==> src/verilog/glue_params.svh <==
`ifndef GLUE_PARAMS_SVH
`define GLUE_PARAMS_SVH

// cpu word address, byte address bits 23..1
`define GLUE_ADDR_W 23

// width of the vector bus back to the cpu
`define GLUE_DATA_W 8

// requesters sharing memory, one per clk_8
`define GLUE_SLOTS 4

// unacked strobe cycles before bus error
`define GLUE_TIMEOUT 63

// auto-vectors for ipl 4 and ipl 2
`define GLUE_VEC_VBI 8'h1c
`define GLUE_VEC_HBI 8'h1a

// io window bases, low 16 bits of $ffxxxx
`define GLUE_MMU_BASE 16'h8000
`define GLUE_VREG_BASE 16'h8200
`define GLUE_DMA_BASE 16'h8600
`define GLUE_PSG_BASE 16'h8800
`define GLUE_MFP_BASE 16'hfa00
`define GLUE_ACIA_BASE 16'hfc00

`endif

==> src/verilog/bus_pkg.sv <==
package bus_pkg;

	// memory slot, owner of the ram in each clk_8
	typedef enum logic [1:0] {
		slot_video = 2'd0, // shifter fetch
		slot_host0 = 2'd1, // io controller up/download
		slot_cpu   = 2'd2, // 68000 access
		slot_host1 = 2'd3  // second host slot
	} bus_slot_e;

	// installed st ram, mirrors the config word
	typedef enum logic [2:0] {
		mem_512k = 3'd0,
		mem_1m   = 3'd1,
		mem_2m   = 3'd2,
		mem_4m   = 3'd3,
		mem_8m   = 3'd4, // adds $400000-$7fffff
		mem_14m  = 3'd5  // adds up to $dfffff
	} mem_cfg_e;

	// coarse class of a cpu address
	typedef enum logic [2:0] {
		reg_none = 3'd0, // nothing there, times out
		reg_ram  = 3'd1,
		reg_rom  = 3'd2, // tos and cartridge
		reg_io   = 3'd3, // $ff0000 page
		reg_iack = 3'd4  // $fffff0, interrupt ack
	} region_e;

endpackage

==> src/verilog/irq_pkg.sv <==
package irq_pkg;

	// 68000 ipl lines, active low
	// ipl[0] stays high on the st, so only even levels show up
	typedef enum logic [2:0] {
		ipl_none = 3'b111, // level 0
		ipl_hbi  = 3'b101, // level 2, horizontal blank
		ipl_vbi  = 3'b011, // level 4, vertical blank
		ipl_mfp  = 3'b001  // level 6, mfp 68901
	} ipl_e;

endpackage

==> src/verilog/bus_slot.sv <==
`include "glue_params.svh"

// bus rotation
// video, host, cpu, host and around again, one slot per clk_8
module bus_slot (
	input  logic               clk_8,
	input  logic               pll_locked,
	output bus_pkg::bus_slot_e slot
);

	logic last_slot; // end of rotation

	assign last_slot = (slot == bus_pkg::bus_slot_e'(`GLUE_SLOTS - 1));

	always_ff @(posedge clk_8 or negedge pll_locked) begin
		if (!pll_locked) begin
			slot <= bus_pkg::slot_video; // video owns the first cycle
		end else if (last_slot) begin
			slot <= bus_pkg::slot_video; // wrap
		end else begin
			slot <= bus_pkg::bus_slot_e'(slot + 2'd1);
		end
	end

endmodule

==> src/verilog/addr_decode.sv <==
`include "glue_params.svh"

// cpu address decode, sampled in the cpu slot, results one cycle later
module addr_decode (
	input  logic                    clk_8,
	input  logic                    pll_locked,
	input  bus_pkg::bus_slot_e      slot,
	input  logic [`GLUE_ADDR_W-1:0] addr,    // word address, byte bits 23..1
	input  logic                    uds_n,
	input  logic                    lds_n,
	input  logic                    rw,      // high for read
	input  bus_pkg::mem_cfg_e       mem_cfg,
	output logic                    strobe,  // registered data strobe level
	output logic                    acked,   // one cycle, any acked decode
	output logic                    ram_oe_n,
	output logic                    ram_we_n,
	output logic                    mmu_sel,
	output logic                    vreg_sel,
	output logic                    dma_sel,
	output logic                    psg_sel,
	output logic                    mfp_sel,
	output logic                    acia_sel,
	output logic                    mfp_iack,
	output logic [2:0]              iack_level // 0 when no iack
);

	logic             data_strobe;
	logic             sample;
	logic             big_ram;   // 8M or 14M
	logic             ram_pg;
	logic             rom_pg;
	logic             io_pg;
	logic             iack_pg;
	bus_pkg::region_e region;
	logic [15:0]      io_off;    // byte offset inside $ff page
	logic             mmu_hit;
	logic             vreg_hit;
	logic             dma_hit;
	logic             psg_hit;
	logic             mfp_hit;
	logic             acia_hit;
	logic             io_cyc;
	logic             iack_cyc;
	logic             mem_ack;
	logic             dev_ack;
	logic             iack_ack;

	// window match, ignoring the low lsb bits
	function automatic logic win_hit(input logic [15:0] off, input logic [15:0] base,
			input int lsb);
		return (off >> lsb) == (base >> lsb);
	endfunction

	assign data_strobe = ~uds_n | ~lds_n; // either byte lane
	assign sample = (slot == bus_pkg::slot_cpu) && data_strobe;

	assign big_ram = (mem_cfg == bus_pkg::mem_8m) || (mem_cfg == bus_pkg::mem_14m);

	// first 4M always there
	assign ram_pg = (addr[22:21] == 2'b00) ||
		(big_ram && addr[22:21] == 2'b01) ||
		(mem_cfg == bus_pkg::mem_14m && (addr[22:21] == 2'b10 || addr[22:20] == 3'b110));

	// 256k tos at $e00000, 192k tos at $fc0000, cartridge at $fa0000
	assign rom_pg = (addr[22:17] == 6'b111000) ||
		(addr[22:16] == 7'b1111110) || (addr[22:15] == 8'hfe) ||
		(addr[22:16] == 7'b1111101);

	assign io_pg   = (addr[22:15] == 8'hff);
	assign iack_pg = (addr[22:3] == 20'hfffff); // inside io page, checked first

	always_comb begin
		region = bus_pkg::reg_none;
		if (iack_pg)
			region = bus_pkg::reg_iack;
		else if (io_pg)
			region = bus_pkg::reg_io;
		else if (ram_pg)
			region = bus_pkg::reg_ram;
		else if (rom_pg)
			region = bus_pkg::reg_rom;
	end

	assign io_off   = {addr[14:0], 1'b0};
	assign mmu_hit  = win_hit(io_off, `GLUE_MMU_BASE, 1);  // 2 bytes
	assign vreg_hit = win_hit(io_off, `GLUE_VREG_BASE, 7); // 128 bytes
	assign dma_hit  = win_hit(io_off, `GLUE_DMA_BASE, 4);  // 16 bytes
	assign psg_hit  = win_hit(io_off, `GLUE_PSG_BASE, 2);  // 4 bytes
	assign mfp_hit  = win_hit(io_off, `GLUE_MFP_BASE, 6);  // 64 bytes
	assign acia_hit = win_hit(io_off, `GLUE_ACIA_BASE, 3); // 8 bytes

	assign io_cyc   = sample && (region == bus_pkg::reg_io);
	assign iack_cyc = sample && (region == bus_pkg::reg_iack);

	// rom is read only, a write gets no dtack
	assign mem_ack = (region == bus_pkg::reg_ram) || (region == bus_pkg::reg_rom && rw);
	assign dev_ack = (region == bus_pkg::reg_io) &&
		(mmu_hit || vreg_hit || dma_hit || psg_hit || mfp_hit || acia_hit);
	// mfp, vbi and hbi levels only
	assign iack_ack = (region == bus_pkg::reg_iack) &&
		(addr[2:0] == 3'd6 || addr[2:0] == 3'd4 || addr[2:0] == 3'd2);

	always_ff @(posedge clk_8 or negedge pll_locked) begin
		if (!pll_locked) begin
			strobe     <= 1'b0;
			acked      <= 1'b0;
			ram_oe_n   <= 1'b1;
			ram_we_n   <= 1'b1;
			mmu_sel    <= 1'b0;
			vreg_sel   <= 1'b0;
			dma_sel    <= 1'b0;
			psg_sel    <= 1'b0;
			mfp_sel    <= 1'b0;
			acia_sel   <= 1'b0;
			mfp_iack   <= 1'b0;
			iack_level <= 3'd0;
		end else begin
			strobe   <= data_strobe;  // every cycle, feeds the watchdog
			acked    <= sample && (mem_ack || dev_ack || iack_ack);
			ram_oe_n <= ~(sample && rw && mem_ack);
			ram_we_n <= ~(sample && !rw && region == bus_pkg::reg_ram);
			// selects drop again after one cycle
			mmu_sel  <= io_cyc && mmu_hit;
			vreg_sel <= io_cyc && vreg_hit;
			dma_sel  <= io_cyc && dma_hit;
			psg_sel  <= io_cyc && psg_hit;
			mfp_sel  <= io_cyc && mfp_hit;
			acia_sel <= io_cyc && acia_hit;
			mfp_iack <= iack_cyc && (addr[2:0] == 3'd6);
			iack_level <= iack_cyc ? addr[2:0] : 3'd0; // level from A3..A1
		end
	end

endmodule

==> src/verilog/bus_ack.sv <==
`include "glue_params.svh"

// dtack and the bus error watchdog
module bus_ack (
	input  logic clk_8,
	input  logic pll_locked,
	input  logic strobe, // cpu data strobe level
	input  logic acked,  // decode acknowledged this cycle
	output logic dtack_n,
	output logic berr
);

	// six bits for a limit of 63
	localparam int cnt_w = $clog2(`GLUE_TIMEOUT + 1);
	localparam logic [cnt_w-1:0] cnt_max = cnt_w'(`GLUE_TIMEOUT);

	logic [cnt_w-1:0] dtack_timeout; // cycles without answer

	assign dtack_n = ~acked; // same cycle as the selects

	// tos probes for missing hardware and expects a fault here
	always_ff @(posedge clk_8 or negedge pll_locked) begin
		if (!pll_locked) begin
			dtack_timeout <= '0;
		end else if (!strobe || acked) begin
			dtack_timeout <= '0; // released or answered
		end else if (dtack_timeout != cnt_max) begin
			dtack_timeout <= dtack_timeout + 1'b1;
		end
	end

	assign berr = (dtack_timeout == cnt_max); // held until strobe goes

endmodule

==> src/verilog/irq_ctrl.sv <==
`include "glue_params.svh"

// vbi and hbi from the sync edges, ipl encoder, auto-vectors
module irq_ctrl (
	input  logic                    clk_8,
	input  logic                    pll_locked,
	input  logic                    vs,
	input  logic                    hs,
	input  logic                    mfp_irq,
	input  logic [2:0]              iack_level, // 0 when no ack
	output irq_pkg::ipl_e           ipl,
	output logic [`GLUE_DATA_W-1:0] vector
);

	// bit 0 is vertical, bit 1 horizontal
	logic [1:0] sync1;     // first sync stage
	logic [1:0] sync2;     // second sync stage
	logic [1:0] sync3;     // previous synced level
	logic [1:0] sync_edge; // one cycle per rising edge
	logic [1:0] pend;      // {hbi, vbi}
	logic [1:0] irq_ack;

	// an ack at its own level clears the request
	assign irq_ack = {iack_level == 3'd2, iack_level == 3'd4};

	always_ff @(posedge clk_8 or negedge pll_locked) begin
		if (!pll_locked) begin
			sync1     <= 2'b00;
			sync2     <= 2'b00;
			sync3     <= 2'b00;
			sync_edge <= 2'b00;
			pend      <= 2'b00;
		end else begin
			sync1     <= {hs, vs};
			sync2     <= sync1;
			sync3     <= sync2;
			sync_edge <= sync2 & ~sync3; // rising only
			// ack wins over a new edge in the same cycle
			pend      <= (pend | sync_edge) & ~irq_ack;
		end
	end

	// highest pending source, mfp first
	always_ff @(posedge clk_8 or negedge pll_locked) begin
		if (!pll_locked) begin
			ipl <= irq_pkg::ipl_none;
		end else if (mfp_irq) begin
			ipl <= irq_pkg::ipl_mfp; // level 6
		end else if (pend[0]) begin
			ipl <= irq_pkg::ipl_vbi; // level 4
		end else if (pend[1]) begin
			ipl <= irq_pkg::ipl_hbi; // level 2
		end else begin
			ipl <= irq_pkg::ipl_none;
		end
	end

	// levels 4 and 2 are autovectored on the st
	// the mfp supplies its own vector, so level 6 gives 0 here
	always_comb begin
		case (iack_level)
			3'd4:    vector = `GLUE_VEC_VBI;
			3'd2:    vector = `GLUE_VEC_HBI;
			default: vector = '0;
		endcase
	end

endmodule

==> src/verilog/st_glue.sv <==
`include "glue_params.svh"

// st bus glue, slot, decode, ack and interrupts in a row
module st_glue (
	input  logic                    clk_8,
	input  logic                    pll_locked,
	// 68000 side
	input  logic [`GLUE_ADDR_W-1:0] addr,
	input  logic                    uds_n,
	input  logic                    lds_n,
	input  logic                    rw,
	input  bus_pkg::mem_cfg_e       mem_cfg,
	// interrupt sources
	input  logic                    vs,
	input  logic                    hs,
	input  logic                    mfp_irq,
	// memory
	output bus_pkg::bus_slot_e      slot,
	output logic                    ram_oe_n,
	output logic                    ram_we_n,
	// peripheral selects
	output logic                    mmu_sel,
	output logic                    vreg_sel,
	output logic                    dma_sel,
	output logic                    psg_sel,
	output logic                    mfp_sel,
	output logic                    acia_sel,
	output logic                    mfp_iack,
	// back to the cpu
	output logic                    dtack_n,
	output logic                    berr,
	output irq_pkg::ipl_e           ipl,
	output logic [`GLUE_DATA_W-1:0] vector
);

	logic       strobe;     // registered data strobe
	logic       acked;      // decode answered
	logic [2:0] iack_level; // acknowledged irq level

	bus_slot u_slot (
		.clk_8      (clk_8),
		.pll_locked (pll_locked),
		.slot       (slot)
	);

	addr_decode u_decode (
		.clk_8      (clk_8),
		.pll_locked (pll_locked),
		.slot       (slot),
		.addr       (addr),
		.uds_n      (uds_n),
		.lds_n      (lds_n),
		.rw         (rw),
		.mem_cfg    (mem_cfg),
		.strobe     (strobe),
		.acked      (acked),
		.ram_oe_n   (ram_oe_n),
		.ram_we_n   (ram_we_n),
		.mmu_sel    (mmu_sel),
		.vreg_sel   (vreg_sel),
		.dma_sel    (dma_sel),
		.psg_sel    (psg_sel),
		.mfp_sel    (mfp_sel),
		.acia_sel   (acia_sel),
		.mfp_iack   (mfp_iack),
		.iack_level (iack_level)
	);

	bus_ack u_ack (
		.clk_8      (clk_8),
		.pll_locked (pll_locked),
		.strobe     (strobe),
		.acked      (acked),
		.dtack_n    (dtack_n),
		.berr       (berr)
	);

	irq_ctrl u_irq (
		.clk_8      (clk_8),
		.pll_locked (pll_locked),
		.vs         (vs),
		.hs         (hs),
		.mfp_irq    (mfp_irq),
		.iack_level (iack_level),
		.ipl        (ipl),
		.vector     (vector)
	);

endmodule

==> config.mk <==
export PLATFORM = sky130hd
export DESIGN_NAME = st_glue
export DESIGN_NICKNAME = d
export VERILOG_FILES = /design/src/verilog/bus_pkg.sv /design/src/verilog/irq_pkg.sv /design/src/verilog/bus_slot.sv /design/src/verilog/addr_decode.sv /design/src/verilog/bus_ack.sv /design/src/verilog/irq_ctrl.sv /design/src/verilog/st_glue.sv
export VERILOG_INCLUDE_DIRS = /design/src /design/src/verilog
export SDC_FILE = /design/constraint.sdc
export NUM_CORES = 1
export LEC_CHECK = 0
export BUFFER_PORTS_ARGS = -buffer_cell sky130_fd_sc_hd__buf_2
export CORE_MARGIN = 4
export CORE_UTILIZATION = 52
export DETAILED_ROUTE_END_ITERATION = 10
export PLACE_DENSITY = 0.84
export SYNTH_ARGS = -nofsm -noshare
export SYNTH_HDL_FRONTEND = slang
export SYNTH_SLANG_ARGS = --single-unit
==> constraint.sdc <==
create_clock -name clk_8 -period 4.14 [get_ports clk_8]
set_input_delay 0.414 -clock clk_8 [delete_from_list [all_inputs] [get_ports clk_8]]
set_output_delay 0.414 -clock clk_8 [all_outputs]
set_load 0.03 [all_outputs]
# Word-level counts from Yosys, hierarchy flattened
# Cells that the tools add are included.
totals:
  output_inout_bits: 24
  wordCells: 117
  regBits: 35
  input_bits: 34
classes:
  bitwise: 11
  eq_ne: 30
  add_sub_neg: 2
  n_mux: 12
  reduce_logical: 42
ops:
  columns: ["op", "n"]
  rows:
  - ["3-bit == test (second input constant)", 7]
  - ["20-bit == test (second input constant)", 1]
  - ["1-bit logical AND", 20]
  - ["1-bit logical OR", 18]
  - ["8-bit == test (second input constant)", 2]
  - ["15-bit == test (second input constant)", 1]
  - ["14-bit == test (second input constant)", 1]
  - ["7-bit == test (second input constant)", 2]
  - ["13-bit == test (second input constant)", 1]
  - ["12-bit == test (second input constant)", 1]
  - ["3-bit by 2-bit == test with 1-bit output (second input constant)", 4]
  - ["6-bit == test (second input constant)", 2]
  - ["3-bit 2-to-1 mux", 4]
  - ["6-bit 2-to-1 mux", 2]
  - ["10-bit == test (second input constant)", 1]
  - ["2-bit 2-to-1 mux", 5]
  - ["5-bit one-hot mux with 2 select lines", 1]
  - ["9-bit == test (second input constant)", 1]
  - ["6-bit by 1-bit adder with 6-bit output (second input constant)", 1]
  - ["2-bit == test (second input constant)", 3]
  - ["6-bit inequality test (second input constant)", 1]
  - ["1-bit inverter", 5]
  - ["2-bit bitwise AND", 2]
  - ["2-bit inverter", 2]
  - ["8 further kinds", 9]

# Logic depth before layout (Yosys ltp)
# Gate-level depths: netlist of the first run.
depth:
  word_depth: 14
  depth_mapped: 7
  ltp_nobuf: 7

# By module
# From an unflattened synthesis of the first run, not the netlist that was laid out.
unflattened:
  cells_unflattened: 142
  hier_area_um2: 1555.2
by_module_without_submodules:
  columns: ["module", "cells_each", "instances", "area_each_um2", "seq_area_each_um2"]
  rows:
  - ["addr_decode", 72, 1, 744.5, 352.8]
  - ["irq_ctrl", 33, 1, 432.9, 302.8]
  - ["bus_ack", 33, 1, 311.5, 150.1]
  - ["bus_slot", 4, 1, 66.3, 50.0]

# Worst setup path before layout of the first run
# OpenSTA, ideal clock, no wires.
synth_timing:
  path_type: "register to output"
  start: "reg u_decode.iack_level[0]"
  end: "out vector[4]"
  path_stages_with_launch: 4
  arrival_ns: 1.742
  required_time_ns: 3.726
  path_buffers: 1
  setup_slack_ns: 1.984
  cell_sequence: "dfrtp_1 > nor3b_1 > or2_2 > buf_4"
synth_via:
  elab_chain_len: 2
  elab_cells_between_ends: 3
  cone_classes: "eq/ne (2); mux (1)"
synth_rtl:
  columns: ["item", "line", "rtl"]
  rows:
  - ["from (decl)", "addr_decode.sv:24", "output logic [2:0] iack_level"]
  - ["from (signal assigned)", "addr_decode.sv:130", "iack_level <= iack_cyc ? addr[2:0] : 3'd0;"]
  - ["3-bit by 2-bit == test with 1-bit output or 3-bit == test (tied branches)", "irq_ctrl.sv:61", "case (iack_level)"]
  - ["5-bit one-hot mux with 2 select lines *", "irq_ctrl.sv:61", null]
  - ["to (decl)", "st_glue.sv:33", "output logic [`GLUE_DATA_W-1:0] vector"]
# Mark *: on every way between the ends. The rest lies on a longest branch, timed or not.

# Worst setup path in the final report of the first run
layout_timing:
  start: "reg u_ack.dtack_timeout[0]"
  end: "out berr"
layout_via:
  elab_chain_len: 1
layout_rtl:
  columns: ["item", "line", "rtl"]
  rows:
  - ["from (decl)", "bus_ack.sv:17", "logic [cnt_w-1:0] dtack_timeout;"]
  - ["from (signal assigned)", "bus_ack.sv:28", "dtack_timeout <= dtack_timeout + 1'b1;"]
  - ["6-bit == test", "bus_ack.sv:32", "assign berr = (dtack_timeout == cnt_max);"]
  - ["to (decl)", "st_glue.sv:31", "output logic berr,"]
# No other way between the ends.

==> flow_summary.yaml, run 1 <==
power_and_ir_drop:
  clkPwrFrac_pct: 29.6
  p_seq_share_pct: 58.8
  combPwrFrac_pct: 11.7
  sw_frac_of_total_pct: 25.2
  ir_worst_vdd_uv: 264
  p_int_uw: 459
  power.switching_uw: 154
  finalPower_uw: 613
  p_leak_nw: 0.974
  p_per_area_nw_per_um2: 331
die:
  num_rows: 19
  ios: 58
  die_height_um: 62.2
  coreArea_um2: 2780
  die_w_um: 62.2
  die_area_um2: 3870
  initial_core_util_pct: 54.9
logic_synthesis:
  yosysWarnings: 0
  ys_seq_elements: 34
  muxShareOfSynthArea_pct: 0.655
  seq_area_frac_synth_pct: 56.0
  async_flop_share_pct: 100
  synthXorXnorAreaFrac_pct: 0.573
  yosys.area_share.simple_pct: 26.5
  ys_types: 40
  syn_inst: 142
  avgSynthCellArea_um2: 10.8
  synth_compound_area_share_pct: 8.11
  ys.flop_type: "dfrtp_1"
  netlist_area_um2: 1530
  synth_enable_flop_cells: 0
  synthAdderAreaFrac_pct: 2.46
  synth_top_family_by_area: "simple AND/OR/NAND/NOR gates"
routing:
  wl_per_cell_um: 13.0
  dr.max_layer_used: "met4"
  drt-total-wl_mm: 2.99
  met3_length_um: 266
  dr_wl_met2_mm: 1.51
  met1_length_mm: 1.16
  viasPerCell: 5.48
  drt.antenna.violating_nets: 0
  drt_iter0_drc: 57
  vias: 1260
  drtPass1Iterations: 4
  remaining_drc_errors: 0
hold_path:
  hold_class: "in -> async"
global_routing:
  grt_overflow: 0
  grt_pass1_vias: 1270
  grt_pass1_wl_mm: 5.32
  grt_usage_pct: 16.9
  grt_start_max_net_pins: 35
  antenna_found_initial: 0
placement:
  dp_hpwl_mm: 2.42
  placed_area_um2: 1790
  numPortBuffers: 52
  post-place-ws_ns: 2.40
  gp_congestion: 0.918
clock_network:
  clockBufferDepth: 2
  numCtsBuffers: 5
  clock_latency_ns: 0.32
  htree_levels: 2
  cts_tree: "done"
  path_clk_slew_ns: 0.10
  cts-root-buf: "clkbuf_4"
  ctsHoldBuffers: 0
  post-cts-setup-buffers: 0
  cts_resized: 0
  cts.sink_count: 34
timing:
  max_freq_mhz: 474
  min_period_ns: 2.11
  fin_ws_ns: 2.03
  fin_setup_tns_ns: 0
  max_slew.worst_pin.slew_ns: 0.704
  finClkSkew_ns: 0.0126
  hold_viol_final: 0
  hold_slack_ns: 0.131
  post-route-period-util_pct: 50.9
  rsz0062_at_grt: "false"
  slew_viol_final: 0
  setup_violations: 0
  max_slew_margin_pct: 53.1
final_layout:
  n_antenna_cell: 0
  nets: 235
  area_growth_pct: 21.3
  drive_gt1_share_pct: 36.7
  fin_area_um2: 1850
setup_path:
  path_max_fanout: 5
  cp-end-kind: "output pin"
  cp_data_arrival_time_ns: 1.69
  path_class: "reg -> out"
  cp-start-kind: "flip-flop"
  crit_required_ns: 3.73
flow_run:
  max-cap-violations: 0
run_status:
  outcome: "finished clean"
==> cells in the final DEF (no fill, tap or decap), drive strengths merged, types with 3 or more instances in the layout <==
master / synthesis / routed
buf: 6 / 52
dfrtp: 30 / 30
nor2: 13 / 13
nand2: 12 / 12
inv: 9 / 9
clkbuf: 0 / 7
and3: 6 / 6
nand3: 5 / 5
nor3: 5 / 5
conb: 2 / 5
nor4: 5 / 5
nor3b: 4 / 4
dfstp: 4 / 4
and4: 4 / 4
nor2b: 4 / 4
a21oi: 3 / 3
o21ai: 3 / 3
ha: 3 / 3
nand4: 3 / 3
==> metal layers <==
layer,up-vias,track usage (%)
li1,606,-
met1,598,18.4
met2,47,29.0
met3,9,5.95
met4,0,7.86
met5,-,0
==> cell usage after synthesis, types with 4 or more instances <==
| cell type | number | area share [%] |
|---|---|---|
| dfrtp_1 | 30 | 49 |
| nor2_1 | 13 | 3.2 |
| nand2_1 | 12 | 2.9 |
| inv_1 | 9 | 2.2 |
| buf_4 | 6 | 2.9 |
| nand3_1 | 5 | 1.6 |
| nor3_1 | 5 | 1.6 |
| dfstp_2 | 4 | 6.9 |
| nor3b_1 | 4 | 2.0 |
| nor4_1 | 4 | 1.6 |
==> kinds of logic after synthesis <==
family / Yosys count
and+or+nand+nor: 68
xor gates and xnor gates: 1
DFF: 34
muxes: 1
AOI/OAI and AO/OA: 18
buffers and inverters: 15
other: 2
adders and majority gates: 3
==> flip-flops by register name (all words and copies together), names as in the netlist, 2 cells and up <==
signal and count:
u_decode.iack_level 3, u_irq.ipl 2, u_irq.sync2 2, u_irq.sync_edge 2, u_slot.slot 2, u_irq.pend 2
u_irq.sync1 2, u_ack.dtack_timeout 6, u_irq.sync3 2
==> worst paths after layout <==
check / from / endpoint / slack, ns / cells after the start
max reg2reg: u_slot.slot[0]$_DFF_PN0_ / u_decode.mmu_sel$_DFF_PN0_ / 2.38 / 7
max in group asynchronous: pll_locked / u_decode.dma_sel$_DFF_PN0_ / 3.55 / 1
max: u_ack.dtack_timeout[0]$_DFFE_PN0P_ / berr / 2.03 / 5
min reg2reg: u_irq.sync1[1]$_DFF_PN0_ / u_irq.sync2[1]$_DFF_PN0_ / 0.36 / 0
min in group clk_8: vs / u_irq.sync1[0]$_DFF_PN0_ / 0.19 / 1
min: pll_locked / u_irq.sync2[0]$_DFF_PN0_ / 0.13 / 1
==> final cells by class <==
| type | instances | area [um^2] |
|---|---|---|
| Multi-Input combinational cell | 96 | 604 |
| Inverter | 9 | 33.8 |
| Sequential cell | 34 | 856 |
| Fill cell | 221 | 928 |
| Clock inverter | 1 | 5.00 |
| Tap cell | 31 | 38.8 |
| Timing Repair Buffer | 52 | 260 |
| Clock buffer | 7 | 55.1 |
==> metrics by stage <==
| step | utilization [%] | instances |
|---|---|---|
| 5_1_grt | 66.6 | 230 |
| 6_report | 66.6 | 230 |
| 3_3_place_gp | 64.5 | 222 |
| 4_1_cts | 66.6 | 230 |
| 2_1_floorplan | - | 145 |
| 3_5_place_dp | 64.5 | 222 |
==> power by group through the flow <==
stage / Sequential, mW / Clock [mW] / Combinational (mW)
2_1_floorplan: 0.363 / 0 / 0.0395
3_3_place_gp: 0.364 / 0 / 0.0680
3_5_place_dp: 0.366 / 0 / 0.0718
4_1_cts: 0.359 / 0.188 / 0.0721
5_1_grt: 0.362 / 0.206 / 0.0825
6_report: 0.360 / 0.181 / 0.0716
==> critical path: stages, from the launching register on <==
cell and delay (ns):
dfrtp_1 0.42, ha_1 0.23, and3_1 0.22, nand3_1 0.21, inv_1 0.10, buf_2 0.20
(Power assumes the default switching activity.)
==> inputs of run 2 (changes only) <==
--- a/config.mk
+++ b/config.mk
@@ -6,11 +6,12 @@
 export SDC_FILE = /design/constraint.sdc
 export NUM_CORES = 1
 export LEC_CHECK = 0
+export ABC_AREA = 1
 export BUFFER_PORTS_ARGS = -buffer_cell sky130_fd_sc_hd__buf_2
 export CORE_MARGIN = 4
-export CORE_UTILIZATION = 52
+export CORE_UTILIZATION = 50
 export DETAILED_ROUTE_END_ITERATION = 10
-export PLACE_DENSITY = 0.84
+export PLACE_DENSITY = 0.79
 export SYNTH_ARGS = -nofsm -noshare
 export SYNTH_HDL_FRONTEND = slang
 export SYNTH_SLANG_ARGS = --single-unit
==> constraint.sdc (replaced) <==
create_clock -name clk_8 -period 2 [get_ports clk_8]
set_input_delay 0.2 -clock clk_8 [delete_from_list [all_inputs] [get_ports clk_8]]
set_output_delay 0.2 -clock clk_8 [all_outputs]
set_load 0.03 [all_outputs]
==> run 2 against run 1 <==
First-iteration DRC count shrank 28%. Area after synthesis grew 14%. Critical endpoint unchanged. Sequential share of layout area fell by 6.6 points. Clock-buffer cell count is 2 lower. Power is 140% higher. Clock skew down 0.0031 ns. Clock power increased to 2.7 times the previous value. Die area up 16%. Flip-flop and latch count is the same.
==> flow_summary.yaml, run 2 <==
clock_network:
  path_clk_slew_ns: 0.10
  numCtsBuffers: 5
  post-cts-setup-buffers: 0
  clockBufferDepth: 2
  cts_tree: "done"
  cts.sink_count: 34
  cts-root-buf: "clkbuf_4"
  clock_latency_ns: 0.33
  htree_levels: 2
setup_path:
  path_max_fanout: 5
  cp_data_arrival_time_ns: 1.59
  cp-start-kind: "flip-flop"
  path_class: "reg -> out"
  crit_required_ns: 1.80
  cp-end-kind: "output pin"
global_routing:
  gr-usage-met3_pct: 5.40
  top_usage_layer: "met2"
  antenna_found_initial: 0
  grt_pass1_wl_mm: 5.16
  grt_usage_pct: 15.6
  grtUsageMet2_pct: 28.0
  grt_pass1_vias: 1327
  grt_overflow: 0
  grt_start_max_net_pins: 35
  use_met1_pct: 15.9
logic_synthesis:
  syn_inst: 218
  synthXorXnorAreaFrac_pct: 1.01
  yosysMostFrequentCell: "nand2_1"
  avgSynthCellArea_um2: 7.97
  ys_seq_elements: 34
  netlist_area_um2: 1740
  async_flop_share_pct: 100
  synth_top_area_cell: "dfrtp_1"
  seq_area_frac_synth_pct: 49.2
  synth_compound_area_share_pct: 3.67
  yosys-top-cells-count: "nand2_1 (48), nor2_1 (42), inv_1 (32), dfrtp_1 (30), nand3_1 (14)"
  yosys.area.top_type_share_pct: 43.2
  ys_types: 29
  synth_top_family_by_area: "simple AND/OR/NAND/NOR gates"
  yosys.area_share.simple_pct: 33.5
  synthAdderAreaFrac_pct: 2.16
  ys.flop_type: "dfrtp_1"
  synthTopCellsByArea: "dfrtp_1 (43%), nand2_1 (10%), nor2_1 (9.1%), inv_1 (6.9%), dfstp_2 (6.0%)"
  synth_enable_flop_cells: 0
  muxShareOfSynthArea_pct: 0
  yosysWarnings: 0
routing:
  drt-total-wl_mm: 3.21
  wl_per_cell_um: 9.83
  drt.antenna.violating_nets: 0
  viasPerCell: 4.58
  drt_iter0_drc: 41
  vias: 1493
  drtPass1Iterations: 4
  remaining_drc_errors: 0
final_layout:
  nets: 316
  area_growth_pct: 24.3
  fin_area_um2: 2160
  largest_reg_flops: 6
  drive_gt1_share_pct: 28.9
  final_common_cell: "buf_2"
  fin_util_pct: 64.7
  final_cell_mix: "buf_2 (51), nand2_1 (47), nor2_1 (42)"
  largest_registers: "u_ack.dtack_timeout (6), u_decode.iack_level (3)"
  top_register: "u_ack.dtack_timeout"
  instances_no_fill: 326
  n_antenna_cell: 0
die:
  initial_core_util_pct: 52.1
  coreArea_um2: 3340
  die_w_um: 67.0
  die_area_um2: 4480
  ios: 58
  die_height_um: 67.0
  num_rows: 21
run_status:
  outcome: "finished clean"
flow_run:
  max-cap-violations: 0
power_and_ir_drop:
  ir_worst_vdd_uv: 249
  p_per_area_nw_per_um2: 681
  finalPower_mw: 1.47
  p_leak_nw: 1.21
timing:
  max_slew.worst_pin.slew_ns: 0.698
  fin_ws_ns: 0.206
  post-route-period-util_pct: 89.7
  max_slew_margin_pct: 53.5
  slew_viol_final: 0
  hold_slack_ns: 0.0423
  finClkSkew_ns: 0.00946
  setup_violations: 0
  min_period_ns: 1.79
  rsz0062_at_grt: "false"
  max_freq_mhz: 558
  hold_viol_final: 0
  fin_setup_tns_ns: 0
hold_path:
  hold_class: "in -> reg"
placement:
  post-place-ws_ns: 0.545
  dp_hpwl_mm: 2.57
  gp_congestion: 0.837
  numPortBuffers: 52
  placed_area_um2: 2020
  placedCellCount: 313
[run 2: cell count changes in the layout (fill, tap and decap cells not counted), sizes merged, moves of 4 or more]
cell         delta
nor4            -5
dlygate4sd3     +5
and3            -6
nor2           +36
inv            +25
nand2          +39
nand3           +9
nor2b           -4
and4            -4
[run 2: critical path, cell delays in order, from the launching register on]
cell and delay, ns:
dfrtp_1 0.40, ha_1 0.17, nand2_1 0.05, inv_1 0.07
nand2_1 0.08, nor2_1 0.12, nand2_2 0.09, inv_1 0.09
clkbuf_4 0.19
[run 2: where the power goes]
group / switching [mW] / internal [mW] / total, mW
registers: 0.0335 / 0.737 / 0.771
logic: 0.129 / 0.0855 / 0.215
clock network: 0.222 / 0.262 / 0.484
total: 0.385 / 1.08 / 1.47
[run 2: layout make-up]
cell class,count,area [um^2]
clock inverters,3,45.0
inverters,34,128
repair buffers,57,313
fillers,301,1180
well taps,46,57.6
clock buffers,5,37.5
flip-flops and latches,34,856
multi-input cells,147,723
[run 2: layer usage]
metal	vias to the layer above	part of all wire, %
li1	779	-
met1	662	40
met2	45	50
met3	7	7.4
met4	0	2.3
met5	-	0
[run 2: what timing repair did]
action                                  CTS  global route
gates resized for setup                   0             2
hold buffers                              4             1
endpoints found under the setup margin    0             1
endpoints found under the hold margin    34             1
[run 2: path summary, 6_finish.rpt]
| check | startpoint | endpoint | slack (ns) | cells past startpoint |
|---|---|---|---|---|
| max | u_ack.dtack_timeout[0]$_DFFE_PN0P_ | berr | 0.21 | 8 |
| min | lds_n | u_decode.strobe$_DFF_PN0_ | 0.04 | 2 |
| max reg2reg | u_ack.dtack_timeout[0]$_DFFE_PN0P_ | u_ack.dtack_timeout[0]$_DFFE_PN0P_ | 0.63 | 9 |
| min reg2reg | u_irq.sync1[1]$_DFF_PN0_ | u_irq.sync2[1]$_DFF_PN0_ | 0.36 | 0 |
| max in group asynchronous | pll_locked | u_irq.sync3[0]$_DFF_PN0_ | 1.11 | 2 |
| min in group asynchronous | pll_locked | u_ack.dtack_timeout[5]$_DFFE_PN0P_ | 0.44 | 2 |
[run 2: cells by family after synthesis]
| group | after synthesis |
|---|---|
| and+or+nand+nor | 126 |
| other | 2 |
| AOI/OAI and AO/OA | 11 |
| buffers and inverters | 40 |
| DFF | 34 |
| xor gates and xnor gates | 2 |
| adders and majority gates | 3 |
==> inputs of run 3 (changes only) <==
--- a/config.mk
+++ b/config.mk
@@ -6,12 +6,12 @@
 export SDC_FILE = /design/constraint.sdc
 export NUM_CORES = 1
 export LEC_CHECK = 0
-export ABC_AREA = 1
+export ABC_AREA = 0
 export BUFFER_PORTS_ARGS = -buffer_cell sky130_fd_sc_hd__buf_2
 export CORE_MARGIN = 4
-export CORE_UTILIZATION = 50
+export CORE_UTILIZATION = 52
 export DETAILED_ROUTE_END_ITERATION = 10
-export PLACE_DENSITY = 0.79
+export PLACE_DENSITY = 0.84
 export SYNTH_ARGS = -nofsm -noshare
 export SYNTH_HDL_FRONTEND = slang
 export SYNTH_SLANG_ARGS = --single-unit
==> constraint.sdc (replaced) <==
create_clock -name clk_8 -period 2.1 [get_ports clk_8]
set_input_delay 0.21 -clock clk_8 [delete_from_list [all_inputs] [get_ports clk_8]]
set_output_delay 0.21 -clock clk_8 [all_outputs]
set_load 0.03 [all_outputs]
==> run 3 against run 2 <==
Clock power is 22% lower. Highest routed layer unchanged. Sequential share of layout area is 5.5 points higher. Critical path depth is 3 lower. Power is 16% lower. Design area is 12% lower.
==> flow_summary.yaml, run 3 (synthesized netlist as in run 1, its figures left out) <==
run_status:
  outcome: "finished clean"
placement:
  dp_hpwl_mm: 2.42
  placed_area_um2: 1790
  post-place-ws_ns: 0.373
  numPortBuffers: 52
  gp_congestion: 0.909
die:
  initial_core_util_pct: 54.9
  ios: 58
  die_area_um2: 3870
  die_w_um: 62.2
  die_height_um: 62.2
  num_rows: 19
  coreArea_um2: 2780
final_layout:
  n_antenna_cell: 0
  top_register: "u_ack.dtack_timeout"
  final_common_cell: "buf_2"
  drive_gt1_share_pct: 36.5
  nets: 239
  fin_area_um2: 1900
  largest_registers: "u_ack.dtack_timeout (6), u_decode.iack_level (3)"
  final_cell_mix: "buf_2 (52), dfrtp_1 (30), nor2_1 (13)"
  fin_util_pct: 68.2
  largest_reg_flops: 6
  area_growth_pct: 24.2
clock_network:
  numCtsBuffers: 5
  path_clk_slew_ns: 0.11
  cts_tree: "done"
  cts-root-buf: "clkbuf_4"
  cts.sink_count: 34
  clock_latency_ns: 0.34
  clockBufferDepth: 2
  htree_levels: 2
  post-cts-setup-buffers: 0
  cts_resized: 0
setup_path:
  path_class: "reg -> out"
  cpPeakStageDelay_ns: 0.42
  cp-end-kind: "output pin"
  cp_data_arrival_time_ns: 1.68
  critPathSlowestCell: "dfrtp_1"
  crit_buf_inv: 2
  crit_chain: "ha_1 -> and3_1 -> nand3_1 -> inv_1 -> buf_2"
  cp-start-kind: "flip-flop"
  critical-path-top-delay-family: "flip-flops"
  path_max_fanout: 5
  crit_required_ns: 1.89
timing:
  finClkSkew_ns: 0.0112
  max_freq_mhz: 529
  max_slew.worst_pin.slew_ns: 0.694
  max_slew_margin_pct: 53.8
  min_period_ns: 1.89
  fin_ws_ns: 0.209
  hold_slack_ns: 0.0249
  slew_viol_final: 0
  setup_violations: 0
  post-route-period-util_pct: 90.1
  rsz0062_at_grt: "false"
  fin_setup_tns_ns: 0
  hold_viol_final: 0
routing:
  drtPass1Iterations: 4
  wl_per_cell_um: 13.0
  drt.antenna.violating_nets: 0
  viasPerCell: 5.34
  drt_iter0_drc: 67
  vias: 1250
  drt-total-wl_mm: 3.05
  remaining_drc_errors: 0
power_and_ir_drop:
  p_leak_nw: 0.990
  clkPwrFrac_pct: 30.7
  sw_frac_of_total_pct: 26.4
  p_per_area_nw_per_um2: 650
  p_seq_share_pct: 57.4
  p_int_uw: 908
  combPwrFrac_pct: 11.9
  ir_worst_vdd_uv: 569
  power.switching_uw: 325
global_routing:
  grt_pass1_wl_mm: 5.20
  grt_start_max_net_pins: 35
  grt_pass1_vias: 1225
  antenna_found_initial: 0
  grt_usage_pct: 17.1
  grt_overflow: 0
flow_run:
  max-cap-violations: 0
hold_path:
  hold_class: "in -> reg"
## run 3: cell count changes in the layout (fill, tap and decap cells not counted), moves of 4 or more
cell | before | now
nor2_2 | 5 | 0
nor3_1 | 1 | 5
nor4_1 | 0 | 4
nor2_1 | 42 | 13
inv_1 | 32 | 9
nand3_1 | 14 | 5
nand2_1 | 47 | 12
## run 3: repair_timing
| item | in CTS | in global routing |
|---|---|---|
| endpoints found under the setup margin | 0 | 0 |
| hold buffers | 4 | 0 |
| hold endpoints to repair | 34 | 0 |
## run 3: final timing paths
check | from | to | slack (ns) | cells past startpoint
min in group asynchronous | pll_locked | u_irq.sync3[1]$_DFF_PN0_ | 0.44 | 2
worst min register to register | u_irq.sync1[1]$_DFF_PN0_ | u_irq.sync2[1]$_DFF_PN0_ | 0.36 | 0
worst min-delay path | rw | u_decode.ram_oe_n$_DFF_PN1_ | 0.02 | 2
max in group asynchronous | pll_locked | u_decode.vreg_sel$_DFF_PN0_ | 1.20 | 2
worst max register to register | u_slot.slot[0]$_DFF_PN0_ | u_decode.mmu_sel$_DFF_PN0_ | 0.36 | 7
worst max-delay path | u_ack.dtack_timeout[0]$_DFFE_PN0P_ | berr | 0.21 | 5
## run 3: area by class of cell
class / count / area (um^2)
clock inverter: 2 / 12.5
sequential: 34 / 856
fill: 219 / 885
inverter: 9 / 33.8
clock buffer: 6 / 51.3
tap: 31 / 38.8
timing repair buffer: 56 / 300
multi-input combinational: 96 / 604
## run 3: power by group through the flow
stage	logic [mW]	clock network [mW]	registers (mW)
final	0.147	0.378	0.709
after floorplan	0.0780	0	0.717
after global routing	0.168	0.424	0.713
after CTS	0.148	0.390	0.708
after global placement	0.134	0	0.718
after detailed placement	0.142	0	0.721
## run 3: layer usage
layer	track usage (%)	part of all wire (%)	vias to the layer above
li1	-	-	612
met1	17.8	38	576
met2	28.6	50	57
met3	7.21	9.6	5
met4	9.21	2.3	0
met5	0	0	-
## run 3: metrics by stage
step	std cells	total power [mW]
floorplan	145	0.794
global placement	222	0.851
detailed placement	222	0.863
CTS	234	1.25
global route	234	1.30
finish	234	1.23
